`src/cpuUopPkg.sv`:
```
package cpuUopPkg;

	////////////////////////////////////////
	// Micro-program addressing
	////////////////////////////////////////

	localparam int uopAddrW = 8;
	// Parked address while waiting after reset, outside every flow
	localparam logic [uopAddrW-1:0] uPcIdle = 8'hFF;

	////////////////////////////////////////
	// Micro-op fields
	////////////////////////////////////////

	// Sequencing action, PC advance folded in
	typedef enum logic [2:0]
	{
		op,
		inc,
		eof,
		incEof,
		incEofZ,
		incEofNz,
		jumpCb
	} seqAct_t;

	// Operation on the operand
	typedef enum logic [4:0]
	{
		nop,
		sma,
		smw,
		srm,
		sx16r,
		srx16,
		addx16,
		subx16,
		inc16,
		dec16,
		spc,
		bitTest
	} uopOp_t;

	// Operand select, 8-bit registers first so the low bits index the file
	typedef enum logic [4:0]
	{
		a,
		b,
		c,
		d,
		e,
		h,
		l,
		hl,
		de,
		pc,
		x8,
		x16,
		none
	} regSel_t;

	// 13-bit micro-op word
	typedef struct packed
	{
		seqAct_t act;
		uopOp_t oper;
		regSel_t sel;
	} uop_t;

	// Memory bus outputs
	typedef struct packed
	{
		logic [15:0] addr;
		logic [7:0] wData;
		logic wEn;
	} memBus_t;

endpackage

```
`src/cpuOpcodePkg.sv`:
```
package cpuOpcodePkg;

	////////////////////////////////////////
	// Opcode bytes
	////////////////////////////////////////

	localparam logic [7:0] opNop = 8'h00;

	// LD r,n
	localparam logic [7:0] opLdAn = 8'h3E;
	localparam logic [7:0] opLdBn = 8'h06;
	localparam logic [7:0] opLdCn = 8'h0E;
	localparam logic [7:0] opLdDn = 8'h16;
	localparam logic [7:0] opLdEn = 8'h1E;
	localparam logic [7:0] opLdHn = 8'h26;
	localparam logic [7:0] opLdLn = 8'h2E;

	// INC r
	localparam logic [7:0] opIncA = 8'h3C;
	localparam logic [7:0] opIncB = 8'h04;
	localparam logic [7:0] opIncC = 8'h0C;
	localparam logic [7:0] opIncD = 8'h14;
	localparam logic [7:0] opIncE = 8'h1C;
	localparam logic [7:0] opIncH = 8'h24;
	localparam logic [7:0] opIncL = 8'h2C;

	// DEC r
	localparam logic [7:0] opDecA = 8'h3D;
	localparam logic [7:0] opDecB = 8'h05;
	localparam logic [7:0] opDecC = 8'h0D;
	localparam logic [7:0] opDecD = 8'h15;
	localparam logic [7:0] opDecE = 8'h1D;
	localparam logic [7:0] opDecH = 8'h25;
	localparam logic [7:0] opDecL = 8'h2D;

	// ADD A,r
	localparam logic [7:0] opAddAA = 8'h87;
	localparam logic [7:0] opAddAB = 8'h80;
	localparam logic [7:0] opAddAC = 8'h81;
	localparam logic [7:0] opAddAD = 8'h82;
	localparam logic [7:0] opAddAE = 8'h83;
	localparam logic [7:0] opAddAH = 8'h84;
	localparam logic [7:0] opAddAL = 8'h85;

	// SUB r
	localparam logic [7:0] opSubA = 8'h97;
	localparam logic [7:0] opSubB = 8'h90;
	localparam logic [7:0] opSubC = 8'h91;
	localparam logic [7:0] opSubD = 8'h92;
	localparam logic [7:0] opSubE = 8'h93;
	localparam logic [7:0] opSubH = 8'h94;
	localparam logic [7:0] opSubL = 8'h95;

	// Loads through HL and control flow
	localparam logic [7:0] opLdHlNn = 8'h21;
	localparam logic [7:0] opLdHlA = 8'h77;
	localparam logic [7:0] opLdAHl = 8'h7E;
	localparam logic [7:0] opJr = 8'h18;
	localparam logic [7:0] opJrNz = 8'h20;
	localparam logic [7:0] opJrZ = 8'h28;
	localparam logic [7:0] opJpNn = 8'hC3;
	localparam logic [7:0] opPrefixCb = 8'hCB;
	// Second byte after the CB prefix
	localparam logic [7:0] opBit7H = 8'h7C;

	////////////////////////////////////////
	// Micro-flow start indices
	////////////////////////////////////////

	// Flow 0 doubles as the unknown opcode flow
	localparam logic [7:0] flowNop = 8'd0;
	localparam logic [7:0] flowLdHlNn = 8'd1;
	localparam logic [7:0] flowLdHlA = 8'd4;
	localparam logic [7:0] flowLdAHl = 8'd7;
	localparam logic [7:0] flowJr = 8'd9;
	localparam logic [7:0] flowJrNz = 8'd15;
	localparam logic [7:0] flowJrZ = 8'd21;
	localparam logic [7:0] flowJp = 8'd27;
	localparam logic [7:0] flowCb = 8'd31;
	localparam logic [7:0] flowBit7H = 8'd33;
	// One micro-op per register, order A B C D E H L
	localparam logic [7:0] flowIncR = 8'd34;
	localparam logic [7:0] flowDecR = 8'd41;
	// Four slots per register, same order
	localparam logic [7:0] flowLdRn = 8'd48;
	localparam logic [7:0] flowAddR = 8'd80;
	localparam logic [7:0] flowSubR = 8'd112;

endpackage
```
`src/gbCpuCore.sv`:
```
`timescale 1ns/10ps

module gbCpuCore
	import cpuUopPkg::*;
(
	input logic clock,
	input logic rst,
	input logic [7:0] rData,
	output memBus_t memBus,
	output logic fetch
);

	logic [uopAddrW-1:0] uPc;
	uop_t uop;
	logic zFlag;

	////////////////////////////////////////
	// Control
	////////////////////////////////////////

	uopSequencer uopSequencer_inst
	(
		.clock(clock),
		.rst(rst),
		.uop(uop),
		.rData(rData),
		.zFlag(zFlag),
		.uPc(uPc),
		.fetch(fetch)
	);

	// Combinational, word valid in the same cycle
	ucodeRom ucodeRom_inst
	(
		.uAddr(uPc),
		.uop(uop)
	);

	////////////////////////////////////////
	// Registers and bus
	////////////////////////////////////////

	cpuDatapath cpuDatapath_inst
	(
		.clock(clock),
		.rst(rst),
		.uop(uop),
		.rData(rData),
		.memBus(memBus),
		.zFlag(zFlag)
	);

endmodule

```
`src/cpuDatapath.sv`:
```
`timescale 1ns/10ps

module cpuDatapath
	import cpuUopPkg::*;
(
	input logic clock,
	input logic rst,
	input uop_t uop,
	input logic [7:0] rData,
	output memBus_t memBus,
	output logic zFlag
);

	// A B C D E H L indexed by the low bits of regSel_t
	logic [7:0] regFile [7];
	logic [15:0] pcReg;
	logic [15:0] addrReg;
	logic [15:0] x16Reg;
	logic [7:0] x8Reg;
	logic zReg;
	logic cReg;

	logic [2:0] regIdx;
	logic isReg8;
	logic pcInc;
	logic [15:0] srcVal;
	logic [15:0] pcNext;
	logic [15:0] addr;
	logic [15:0] aluOperand;
	logic [15:0] aluRes;
	logic [15:0] stepRes;
	logic [15:0] wbVal;
	logic wbEn;

	assign regIdx = uop.sel[2:0];
	assign isReg8 = uop.sel inside {a, b, c, d, e, h, l};
	assign pcInc = uop.act inside {inc, incEof, incEofZ, incEofNz};

	////////////////////////////////////////
	// Operand read
	////////////////////////////////////////

	always_comb
	begin
		case (uop.sel)
			a, b, c, d, e, h, l: srcVal = {8'h00, regFile[regIdx]};
			hl: srcVal = {regFile[3'(h)], regFile[3'(l)]};
			de: srcVal = {regFile[3'(d)], regFile[3'(e)]};
			pc: srcVal = pcReg;
			x8: srcVal = {8'h00, x8Reg};
			x16: srcVal = x16Reg;
			default: srcVal = 16'h0000;
		endcase
	end

	// Relative jump offset is signed, register operands are not
	assign aluOperand = (uop.sel == x8) ? {{8{x8Reg[7]}}, x8Reg} : srcVal;
	assign aluRes = (uop.oper == subx16) ? x16Reg - aluOperand : x16Reg + aluOperand;
	assign stepRes = (uop.oper == dec16) ? srcVal - 1'b1 : srcVal + 1'b1;

	////////////////////////////////////////
	// PC and memory bus
	////////////////////////////////////////

	assign pcNext = (uop.oper == spc) ? srcVal : (pcInc ? pcReg + 1'b1 : pcReg);

	// Bus follows PC whenever it moves, otherwise holds the last address
	always_comb
	begin
		if (uop.oper == sma)
			addr = srcVal;
		else if (pcInc || uop.oper == spc)
			addr = pcNext;
		else
			addr = addrReg;
	end

	assign memBus.addr = addr;
	assign memBus.wData = srcVal[7:0];
	assign memBus.wEn = (uop.oper == smw);
	assign zFlag = zReg;

	// Write-back value for register destinations
	always_comb
	begin
		wbEn = uop.oper inside {srm, srx16, inc16, dec16};
		case (uop.oper)
			srm: wbVal = {8'h00, rData};
			srx16: wbVal = x16Reg;
			inc16, dec16: wbVal = stepRes;
			default: wbVal = srcVal;
		endcase
	end

	////////////////////////////////////////
	// State update
	////////////////////////////////////////

	always_ff @(posedge clock)
	begin
		if (rst)
		begin
			pcReg <= '0;
			addrReg <= '0;
			zReg <= 1'b0;
			cReg <= 1'b0;
		end
		else
		begin
			pcReg <= pcNext;
			addrReg <= addr;
			if (wbEn)
			begin
				case (uop.sel)
					hl:
					begin
						regFile[3'(h)] <= wbVal[15:8];
						regFile[3'(l)] <= wbVal[7:0];
					end
					de:
					begin
						regFile[3'(d)] <= wbVal[15:8];
						regFile[3'(e)] <= wbVal[7:0];
					end
					x8: x8Reg <= wbVal[7:0];
					// Low byte arrives first and shifts down from the top
					x16: x16Reg <= (uop.oper == srm) ? {rData, x16Reg[15:8]} : wbVal;
					default:
						if (isReg8)
							regFile[regIdx] <= wbVal[7:0];
				endcase
			end
			case (uop.oper)
				sx16r: x16Reg <= srcVal;
				addx16, subx16:
				begin
					x16Reg <= aluRes;
					// Flags only for ADD and SUB and never for jump offsets
					if (isReg8)
					begin
						zReg <= (aluRes[7:0] == 8'h00);
						cReg <= aluRes[8];
					end
				end
				inc16, dec16:
					if (isReg8)
						zReg <= (stepRes[7:0] == 8'h00);
				// Z set when the tested bit is clear
				bitTest: zReg <= ~srcVal[7];
				default: ;
			endcase
		end
	end

endmodule

```
`src/uopSequencer.sv`:
```
`timescale 1ns/10ps

module uopSequencer
	import cpuUopPkg::*;
(
	input logic clock,
	input logic rst,
	input uop_t uop,
	input logic [7:0] rData,
	input logic zFlag,
	output logic [uopAddrW-1:0] uPc,
	output logic fetch
);

	// Wait covers the memory latency after reset
	typedef enum logic [1:0]
	{
		sWait,
		sFetch,
		sRun,
		sCb
	} seqState_t;

	seqState_t state;
	logic [uopAddrW-1:0] uPcReg;
	logic [7:0] opLatch;
	logic [7:0] mop;
	logic [7:0] flowIdx;
	logic endFlow;

	// Opcode straight from memory in fetch, latched byte afterwards
	assign mop = (state == sFetch) ? rData : opLatch;

	ucodeLut ucodeLut_inst
	(
		.mop(mop),
		.cbMode(state == sCb),
		.flowIdx(flowIdx)
	);

	////////////////////////////////////////
	// Micro-PC select
	////////////////////////////////////////

	// First micro-op of a flow runs in the lookup cycle itself
	always_comb
	begin
		case (state)
			sWait: uPc = uPcIdle;
			sFetch: uPc = flowIdx;
			sCb: uPc = flowIdx;
			default: uPc = uPcReg;
		endcase
	end

	// Conditional ends look at Z from the previous instruction
	always_comb
	begin
		case (uop.act)
			eof: endFlow = 1'b1;
			incEof: endFlow = 1'b1;
			incEofZ: endFlow = zFlag;
			incEofNz: endFlow = !zFlag;
			default: endFlow = 1'b0;
		endcase
	end

	assign fetch = (state == sFetch);

	////////////////////////////////////////
	// State update
	////////////////////////////////////////

	always_ff @(posedge clock)
	begin
		if (rst)
		begin
			state <= sWait;
			uPcReg <= '0;
		end
		else
		begin
			uPcReg <= uPc + 1'b1;
			if (state == sFetch)
				opLatch <= rData;
			if (state == sWait)
				state <= sFetch;
			else if (endFlow)
				state <= sFetch;
			else if (uop.act == jumpCb)
			begin
				// Byte after the prefix is on rData now
				opLatch <= rData;
				state <= sCb;
			end
			else
				state <= sRun;
		end
	end

endmodule

```
`src/ucodeRom.sv`:
```
`timescale 1ns/10ps

module ucodeRom
	import cpuOpcodePkg::*;
	import cpuUopPkg::*;
(
	input logic [uopAddrW-1:0] uAddr,
	output uop_t uop
);

	// Packs one ROM word
	function automatic uop_t mkUop(seqAct_t act, uopOp_t oper, regSel_t sel);
		uop_t w;
		w.act = act;
		w.oper = oper;
		w.sel = sel;
		return w;
	endfunction

	always_comb
	begin
		logic [7:0] off;
		regSel_t fReg;
		off = 8'd0;
		fReg = none;
		uop = mkUop(op, nop, none);

		////////////////////////////////////////
		// Register families
		////////////////////////////////////////
		if (uAddr >= flowLdRn && uAddr < flowLdRn + 8'd28)
		begin
			// LD r,n: step past opcode, address immediate, load it
			off = uAddr - flowLdRn;
			fReg = regSel_t'({2'b00, off[4:2]});
			case (off[1:0])
				2'd0: uop = mkUop(inc, nop, none);
				2'd1: uop = mkUop(op, sma, pc);
				2'd2: uop = mkUop(incEof, srm, fReg);
				default: uop = mkUop(op, nop, none);
			endcase
		end
		else if (uAddr >= flowAddR && uAddr < flowAddR + 8'd28)
		begin
			// ADD A,r through the scratch register
			off = uAddr - flowAddR;
			fReg = regSel_t'({2'b00, off[4:2]});
			case (off[1:0])
				2'd0: uop = mkUop(op, sx16r, a);
				2'd1: uop = mkUop(op, addx16, fReg);
				2'd2: uop = mkUop(incEof, srx16, a);
				default: uop = mkUop(op, nop, none);
			endcase
		end
		else if (uAddr >= flowSubR && uAddr < flowSubR + 8'd28)
		begin
			// SUB r, same shape
			off = uAddr - flowSubR;
			fReg = regSel_t'({2'b00, off[4:2]});
			case (off[1:0])
				2'd0: uop = mkUop(op, sx16r, a);
				2'd1: uop = mkUop(op, subx16, fReg);
				2'd2: uop = mkUop(incEof, srx16, a);
				default: uop = mkUop(op, nop, none);
			endcase
		end
		else if (uAddr >= flowIncR && uAddr < flowIncR + 8'd7)
		begin
			off = uAddr - flowIncR;
			uop = mkUop(incEof, inc16, regSel_t'(off[4:0]));
		end
		else if (uAddr >= flowDecR && uAddr < flowDecR + 8'd7)
		begin
			off = uAddr - flowDecR;
			uop = mkUop(incEof, dec16, regSel_t'(off[4:0]));
		end
		else
		begin
			////////////////////////////////////////
			// Single flows
			////////////////////////////////////////
			case (uAddr)
				// NOP, also any unknown opcode
				flowNop: uop = mkUop(incEof, nop, none);
				// LD HL,nn, low byte first
				flowLdHlNn: uop = mkUop(inc, nop, none);
				flowLdHlNn + 8'd1: uop = mkUop(inc, srm, l);
				flowLdHlNn + 8'd2: uop = mkUop(incEof, srm, h);
				// LD (HL),A
				flowLdHlA: uop = mkUop(op, sma, hl);
				flowLdHlA + 8'd1: uop = mkUop(op, smw, a);
				flowLdHlA + 8'd2: uop = mkUop(incEof, nop, none);
				// LD A,(HL)
				flowLdAHl: uop = mkUop(op, sma, hl);
				flowLdAHl + 8'd1: uop = mkUop(incEof, srm, a);
				// JR n
				flowJr: uop = mkUop(inc, nop, none);
				flowJr + 8'd1: uop = mkUop(op, sma, pc);
				flowJr + 8'd2: uop = mkUop(inc, srm, x8);
				flowJr + 8'd3: uop = mkUop(op, sx16r, pc);
				flowJr + 8'd4: uop = mkUop(op, addx16, x8);
				flowJr + 8'd5: uop = mkUop(eof, spc, x16);
				// JR NZ, leaves at the offset byte when Z is set
				flowJrNz: uop = mkUop(inc, nop, none);
				flowJrNz + 8'd1: uop = mkUop(op, sma, pc);
				flowJrNz + 8'd2: uop = mkUop(incEofZ, srm, x8);
				flowJrNz + 8'd3: uop = mkUop(op, sx16r, pc);
				flowJrNz + 8'd4: uop = mkUop(op, addx16, x8);
				flowJrNz + 8'd5: uop = mkUop(eof, spc, x16);
				// JR Z
				flowJrZ: uop = mkUop(inc, nop, none);
				flowJrZ + 8'd1: uop = mkUop(op, sma, pc);
				flowJrZ + 8'd2: uop = mkUop(incEofNz, srm, x8);
				flowJrZ + 8'd3: uop = mkUop(op, sx16r, pc);
				flowJrZ + 8'd4: uop = mkUop(op, addx16, x8);
				flowJrZ + 8'd5: uop = mkUop(eof, spc, x16);
				// JP nn, both bytes shifted into scratch
				flowJp: uop = mkUop(inc, nop, none);
				flowJp + 8'd1: uop = mkUop(inc, srm, x16);
				flowJp + 8'd2: uop = mkUop(op, srm, x16);
				flowJp + 8'd3: uop = mkUop(eof, spc, x16);
				// CB prefix, second byte goes to the CB table
				flowCb: uop = mkUop(inc, nop, none);
				flowCb + 8'd1: uop = mkUop(jumpCb, nop, none);
				flowBit7H: uop = mkUop(incEof, bitTest, h);
				default: uop = mkUop(op, nop, none);
			endcase
		end
	end

endmodule

```
`src/ucodeLut.sv`:
```
`timescale 1ns/10ps

module ucodeLut
	import cpuOpcodePkg::*;
(
	input logic [7:0] mop,
	input logic cbMode,
	output logic [7:0] flowIdx
);

	always_comb
	begin
		flowIdx = flowNop;
		if (cbMode)
		begin
			// CB table, only BIT 7,H is kept
			case (mop)
				opBit7H: flowIdx = flowBit7H;
				default: flowIdx = flowNop;
			endcase
		end
		else
		begin
			case (mop)
				opNop: flowIdx = flowNop;
				// Immediate loads, stride 4
				opLdAn: flowIdx = flowLdRn;
				opLdBn: flowIdx = flowLdRn + 8'd4;
				opLdCn: flowIdx = flowLdRn + 8'd8;
				opLdDn: flowIdx = flowLdRn + 8'd12;
				opLdEn: flowIdx = flowLdRn + 8'd16;
				opLdHn: flowIdx = flowLdRn + 8'd20;
				opLdLn: flowIdx = flowLdRn + 8'd24;
				// Single micro-op INC
				opIncA: flowIdx = flowIncR;
				opIncB: flowIdx = flowIncR + 8'd1;
				opIncC: flowIdx = flowIncR + 8'd2;
				opIncD: flowIdx = flowIncR + 8'd3;
				opIncE: flowIdx = flowIncR + 8'd4;
				opIncH: flowIdx = flowIncR + 8'd5;
				opIncL: flowIdx = flowIncR + 8'd6;
				// Single micro-op DEC
				opDecA: flowIdx = flowDecR;
				opDecB: flowIdx = flowDecR + 8'd1;
				opDecC: flowIdx = flowDecR + 8'd2;
				opDecD: flowIdx = flowDecR + 8'd3;
				opDecE: flowIdx = flowDecR + 8'd4;
				opDecH: flowIdx = flowDecR + 8'd5;
				opDecL: flowIdx = flowDecR + 8'd6;
				// ALU flows
				opAddAA: flowIdx = flowAddR;
				opAddAB: flowIdx = flowAddR + 8'd4;
				opAddAC: flowIdx = flowAddR + 8'd8;
				opAddAD: flowIdx = flowAddR + 8'd12;
				opAddAE: flowIdx = flowAddR + 8'd16;
				opAddAH: flowIdx = flowAddR + 8'd20;
				opAddAL: flowIdx = flowAddR + 8'd24;
				opSubA: flowIdx = flowSubR;
				opSubB: flowIdx = flowSubR + 8'd4;
				opSubC: flowIdx = flowSubR + 8'd8;
				opSubD: flowIdx = flowSubR + 8'd12;
				opSubE: flowIdx = flowSubR + 8'd16;
				opSubH: flowIdx = flowSubR + 8'd20;
				opSubL: flowIdx = flowSubR + 8'd24;
				// Everything else
				opLdHlNn: flowIdx = flowLdHlNn;
				opLdHlA: flowIdx = flowLdHlA;
				opLdAHl: flowIdx = flowLdAHl;
				opJr: flowIdx = flowJr;
				opJrNz: flowIdx = flowJrNz;
				opJrZ: flowIdx = flowJrZ;
				opJpNn: flowIdx = flowJp;
				opPrefixCb: flowIdx = flowCb;
				default: flowIdx = flowNop;
			endcase
		end
	end

endmodule

```
`config.mk`:
```
export PLATFORM = sky130hd
export DESIGN_NAME = gbCpuCore
export DESIGN_NICKNAME = d
export VERILOG_FILES = /design/src/cpuUopPkg.sv /design/src/cpuOpcodePkg.sv /design/src/gbCpuCore.sv /design/src/cpuDatapath.sv /design/src/uopSequencer.sv /design/src/ucodeRom.sv /design/src/ucodeLut.sv
export SDC_FILE = /design/constraint.sdc
export NUM_CORES = 1
export LEC_CHECK = 0
export ABC_AREA = 1
export BUFFER_PORTS_ARGS = -buffer_cell sky130_fd_sc_hd__buf_2
export CELL_PAD_IN_SITES_DETAIL_PLACEMENT = 1
export CELL_PAD_IN_SITES_GLOBAL_PLACEMENT = 2
export CORE_AREA = 2 2 144 217
export CTS_CLUSTER_DIAMETER = 200
export DETAILED_ROUTE_END_ITERATION = 6
export DIE_AREA = 0 0 146 219
export PLACE_DENSITY_LB_ADDON = 0.2
export SYNTH_ARGS = -nofsm -noshare
export SYNTH_HDL_FRONTEND = slang
export SYNTH_SLANG_ARGS = --single-unit
export TNS_END_PERCENT = 20
```
`constraint.sdc`:
```
create_clock -name clock -period 12.4 [get_ports clock]
set_input_delay 0.62 -clock clock [delete_from_list [all_inputs] [get_ports clock]]
set_output_delay 0.62 -clock clock [all_outputs]
set_load 0.05 [all_outputs]
```
==> results of run 1 <==
==> flip-flops by register name, summed over array words and instances (netlist names) <==
register,cells
uopSequencer_inst.state,2
cpuDatapath_inst.regFile,56
uopSequencer_inst.opLatch,8
cpuDatapath_inst.x8Reg,8
cpuDatapath_inst.pcReg,16
cpuDatapath_inst.zFlag,1
cpuDatapath_inst.addrReg,16
uopSequencer_inst.uPcReg,8
cpuDatapath_inst.x16Reg,16
==> logic make-up after synthesis <==
| logic type | Yosys count | share of synthesized area |
|---|---|---|
| adders and majority gates | 46 | 0.05081 |
| xor gates and xnor gates | 39 | 0.03003 |
| AOI/OAI and AO/OA | 292 | 0.1515 |
| and+or+nand+nor | 948 | 0.3682 |
| buffers and inverters | 278 | 0.09806 |
| DFF | 131 | 0.3014 |
==> synthesized netlist by cell type (5+ instances only) <==
master | count | share of area
o21ai_1 | 23 | 0.0099
xnor2_1 | 12 | 0.0090
clkbuf_1 | 19 | 0.0061
edfxtp_1 | 88 | 0.23
nor2_2 | 15 | 0.0081
o22ai_1 | 21 | 0.011
nand3b_1 | 5 | 0.0032
nand4_1 | 21 | 0.011
nor3_1 | 19 | 0.0082
nand3_1 | 107 | 0.046
buf_2 | 13 | 0.0056
o31ai_1 | 5 | 0.0032
dfxtp_1 | 43 | 0.074
buf_4 | 6 | 0.0039
inv_1 | 215 | 0.069
o211ai_1 | 24 | 0.016
a21oi_1 | 70 | 0.030
a211oi_1 | 6 | 0.0039
ha_1 | 44 | 0.047
or2_2 | 6 | 0.0032
nand2_4 | 12 | 0.012
nand2_1 | 507 | 0.16
nand3_2 | 7 | 0.0060
o221ai_1 | 10 | 0.0075
a31oi_1 | 6 | 0.0032
inv_2 | 15 | 0.0048
o21ai_0 | 93 | 0.040
o21bai_1 | 7 | 0.0045
nor2_1 | 175 | 0.057
nor2_4 | 10 | 0.0097
xor2_1 | 26 | 0.020
nand2_2 | 41 | 0.022
==> worst max path at each step <==
stage	start	to	slack, ns	cells after the start
finish	uopSequencer_inst.state[0]	cpuDatapath_inst.x16Reg[15]	2.67	61
global route	uopSequencer_inst.state[0]	cpuDatapath_inst.x16Reg[15]	1.61	61
CTS	uopSequencer_inst.state[0]	cpuDatapath_inst.x16Reg[15]	2.72	61
detailed placement	uopSequencer_inst.state[0]	cpuDatapath_inst.x16Reg[15]	2.76	61
global placement	rData[2]	cpuDatapath_inst.x16Reg[15]	2.90	52
floorplan	rData[6]	cpuDatapath_inst.x16Reg[15]	4.52	61
==> worst register-to-register path: cells and delay by family (launching register included) <==
kind / cells / cell delay (ns)
AND/OR/NAND/NOR: 34 / 4.11
AO/OA/AOI/OAI: 14 / 2.40
buffers and inverters: 8 / 1.17
adder cells (fa/ha/maj): 3 / 1.15
XOR/XNOR: 2 / 0.35
flip-flops: 1 / 0.31
==> layout make-up <==
type	count	share of cell area
Timing Repair Buffer	47	0.02086
Multi-Input combinational cell	1325	0.5490
Inverter	233	0.06918
Tap cell	400	0.03936
Clock buffer	17	0.03346
Sequential cell	131	0.2755
Clock inverter	15	0.01260
==> stage by stage <==
stage | cells | setup slack (ns)
after floorplan | 1734 | 4.523
after detailed placement | 2136 | 2.756
after CTS | 2168 | 2.721
after global routing | 2168 | 1.614
after global placement | 2136 | 2.899
final | 2168 | 2.666
==> per-layer routing <==
layer / vias up / track usage / part of all wire / wire length (um)
met5: - / 0 / 0 / 0
met4: 0 / 0.2246 / 0.078 / 3853
met3: 142 / 0.03243 / 0.035 / 1747
met2: 348 / 0.5802 / 0.52 / 25640
met1: 5856 / 0.3204 / 0.37 / 18130
li1: 5743 / - / - / -
==> results.toml, run 1 <==
[timing]
grt_setup_unrepaired = "false"
setup_violations = 0
timing.final.max_slew_violations = 0
timing_worst_slew_pin_value_ns = 1.001
slew_headroom = 0.3319
timing.final.hold_violations = 0
layout_worst_path_cycle_share = 0.7850
fin_worst_hold_slack_ns = 0.5804
max_clock_freq_mhz = 102.7
clock_period_minus_final_worst_setup_slack_ns = 9.734
tns_ns = 0
finalClockSkew_ns = 0.01318

[floorplanning]
core.rowCount = 78
initial_utilization = 0.3867
fp.dieH_um = 219
ioPinCount = 36
die-area_sq_um = 31970
fp.coreArea_sq_um = 30060
die_w_um = 146

[clock_network]
htreeDepth = 4
clock_sinks = 131
cts.reportedPaths.clkPinSlew_ns = 0.07
clock_tree.root_cell = "clkbuf_16"
cts_hold_buf = 0
cts_tree = "built"
cts_repair_resize_count = 0
post_cts.repair.setup_buffers = 0
tritoncts.num_buffers = 17
cts.path.max_buffers = 2
worst_skew_pair.late_latency_ns = 0.45

[yosys]
yosys_most_used_dff = "edfxtp_1"
flop_and_latch_count_out_of_synthesis = 131
synth_enable_flop_cells = 88
synth.yosys.seq_area_share = 0.3014
avgSynthCellArea_sq_um = 6.703
synthesis.yosys.warnings = 0
ys_types = 64
post_synthesis_cell_area_sq_um = 11620
synth_nets = 1790
ys_async_sr_fraction = 0
synth_cells = 1734

[placed_design]
io_buffer_count = 35
routability_congestion = 0.9717
placed_cell_area_sq_um = 12130
place.detailed.hpwl_um = 40010

[finish]
area.growth.synth_to_final_pct = 9.386
layout.nets = 1811
final_area_sq_um = 12710
mostFrequentLayoutCells = "nand2_1, inv_1, nor2_1"
final_common_cell = "nand2_1"
final_layout_size_suffix_gt1_frac = 0.1188
multiInputGateArea_sq_um = 6980
post-route-util = 0.4230
antenna_cells = 0
num-fill-cells = 4018
regArea_sq_um = 3503

[status]
run_status = "complete, no violations"

[critical_path]
critical_path_at_ns = 9.94
critical_path.max_fanout = 28
r2r.worst_path.cells = 61
setup.worst_path.end_class = "flip-flop"
crit-reg2reg-capture = "cpuDatapath_inst.x16Reg[15]"
worst-path-buf-inv = 8
timing.critical_path.mode_cell = "nand2_1"
critical_path_class = "flip-flop to flip-flop"
worstPathRequired_ns = 12.60
cpLargestDelayFamily = "simple AND/OR/NAND/NOR gates"
r2r_slack_ns = 2.67
crit-reg2reg-launch = "uopSequencer_inst.state[0]"
crit_path_start_kind = "flip-flop"
timing.critical_path.slowest_cell_delay_ns = 0.53
crit_path_top_delay_cell = "ha_1"

[min_path]
worstHoldPathCells = 2
min_to = "cpuDatapath_inst.addrReg[6]"
min_from = "cpuDatapath_inst.addrReg[6]"
worstHoldPathType = "flip-flop to flip-flop"

[grt]
grt.total_usage = 0.3101
antenna_found_initial = 0
wire_length_of_the_first_global_routing_pass_um = 74370
grt_max_degree = 41
global_route.overflow_total = 0
first_global_vias = 12570

[detailed_routing]
drt-pass1-iter-count = 5
drt_drc_violations_left = 0
avgRoutedWirePerCell_um = 22.77
postRouteWirelength_um = 49370
detailroute.via_count = 12090
remaining_antenna_violation_count = 0
first_iter_violations = 681
via_per_instance_ratio = 5.576

[run]
drv.max_cap_violation_count = 0
Power of run 1 is not shown: default switching activity piles up to over one toggle a cycle in this logic, so the estimate is an artifact.
==> run 2, diff against run 1 <==
- CORE_AREA: 2 2 144 217 -> 2 2 157 235
- DIE_AREA: 0 0 146 219 -> 0 0 159 237
- clock period: 12.4 -> 8.65 ns (I/O delays scaled with it)
==> run 2 against run 1 <==
  * Via count is 0.58% lower
  * Die area rose by 18%
  * Count of clock-buffer cells in the layout rose by 2
  * Non-clock buffer count is 46 higher
  * Highest routed layer unchanged
==> results.toml, run 2 (synthesis gave the netlist of run 1 again) <==
[finish]
final_layout_size_suffix_gt1_frac = 0.1592
antenna_cells = 0
area.growth.synth_to_final_pct = 15.34
final_common_cell = "nand2_1"
largest_reg_flops = 56
layout.nets = 1858
finish.cell_count_without_fillers = 2293
mostFrequentLayoutCells = "nand2_1, inv_1, nor2_1"
top_register = "cpuDatapath_inst.regFile"

[placed_design]
place.detailed.hpwl_um = 42200
io_buffer_count = 35
routability_congestion = 0.9236
cell_count_after_placement = 2248

[critical_path]
setup.worst_path.end_class = "flip-flop"
timing.critical_path.mode_cell = "nand2_1"
critical_path.max_fanout = 18
critical_path_class = "flip-flop to flip-flop"
crit_path_top_delay_cell = "dfxtp_1"
critical_path_at_ns = 8.07
timing.critical_path.slowest_cell_delay_ns = 0.34
worstPathRequired_ns = 8.84
r2r_slack_ns = 0.77
worst-path-buf-inv = 6
crit_path_start_kind = "flip-flop"
cpLargestDelayFamily = "simple AND/OR/NAND/NOR gates"

[clock_network]
clock_sinks = 131
htreeDepth = 4
cts.reportedPaths.clkPinSlew_ns = 0.06
cts_tree = "built"
cts.path.max_buffers = 2
worst_skew_pair.late_latency_ns = 0.44
clock_tree.root_cell = "clkbuf_16"
cts_hold_buf = 0
tritoncts.num_buffers = 17

[floorplanning]
fp.dieH_um = 237
ioPinCount = 36
fp.coreArea_sq_um = 35730
initial_utilization = 0.3253
die-area_sq_um = 37680
die_w_um = 159
core.rowCount = 85

[timing]
setup_violations = 0
slew_headroom = 0.3225
timing_worst_slew_pin_value_ns = 1.012
clock_period_minus_final_worst_setup_slack_ns = 7.879
finalClockSkew_ns = 0.01120
layout_worst_path_cycle_share = 0.9109
max_clock_freq_mhz = 126.9
tns_ns = 0
timing.final.hold_violations = 0
timing.final.max_slew_violations = 0
fin_worst_hold_slack_ns = 0.4347

[status]
run_status = "complete, no violations"

[grt]
wire_length_of_the_first_global_routing_pass_um = 77560
antenna_found_initial = 1
global_route.overflow_total = 0
first_global_vias = 12690
grt.total_usage = 0.2745
grt_max_degree = 41

[detailed_routing]
postRouteWirelength_um = 51530
via_per_instance_ratio = 5.242
remaining_antenna_violation_count = 0
detailroute.via_count = 12020
first_iter_violations = 625
avgRoutedWirePerCell_um = 22.47
drt_drc_violations_left = 0
drt-pass1-iter-count = 5

[run]
drv.max_cap_violation_count = 0

[min_path]
worstHoldPathType = "input pin to flip-flop"
==> run 2: cell types whose count changed in the layout (fill, tap and decap cells not counted), sizes merged <==
cell / before / now
clkbuf: 17 / 19
clkinvlp: 1 / 0
bufinv: 0 / 2
inv: 243 / 240
clkinv: 4 / 5
buf: 47 / 93
==> run 2: metal layers <==
| layer | routed length (um) | GRT usage | vias to the layer above |
|---|---|---|---|
| li1 | - | - | 5835 |
| met1 | 18970 | 0.2813 | 5814 |
| met2 | 28150 | 0.5406 | 250 |
| met3 | 1118 | 0.02295 | 120 |
| met4 | 3288 | 0.1548 | 0 |
| met5 | 0 | 0 | - |
==> run 2: area by class of cell <==
cell class	count	area, sq um
Tap cell	478	598.1
Inverter	233	892.1
Sequential cell	131	3507
Fill cell	4620	22330
Clock buffer	19	435.4
Clock inverter	13	147.6
Multi-Input combinational cell	1325	7173
Timing Repair inverter	1	6.256
Timing Repair Buffer	93	646.9
==> run 2: through the flow <==
stage / area (sq um) / util / setup slack, ns
after floorplan: 11620 / - / 0.8582
after global placement: 12480 / 0.3493 / 0.2037
after detailed placement: 12480 / 0.3493 / 0.1307
after CTS: 13070 / 0.3656 / 0.04722
after global routing: 13410 / 0.3752 / -0.009315
final: 13410 / 0.3752 / 0.7711
==> run 2: worst reg2reg max path: cells and delay by family (launching register included) <==
kind / cells / cell delay, ns
buffers and inverters: 6 / 0.52
XOR/XNOR: 3 / 0.51
flip-flops: 1 / 0.34
AND/OR/NAND/NOR: 35 / 4.03
adder cells (fa/ha/maj): 2 / 0.55
AO/OA/AOI/OAI: 12 / 1.68
==> run 2: worst paths after layout <==
| path | start | to | cells past startpoint |
|---|---|---|---|
| setup / recovery | uopSequencer_inst.state[0] | cpuDatapath_inst.x16Reg[15] | 58 |
| setup reg to reg | uopSequencer_inst.state[0] | cpuDatapath_inst.x16Reg[15] | 58 |
| hold / removal | rData[6] | uopSequencer_inst.opLatch[6] | 3 |
| hold reg to reg | cpuDatapath_inst.addrReg[5] | cpuDatapath_inst.addrReg[5] | 2 |
==> run 2: repair_timing <==
item	in CTS	in global routing
resized for setup	0	64
buffers inserted	0	12
endpoints found under the setup margin	0	6
Power of run 2 is left out for the same reason.
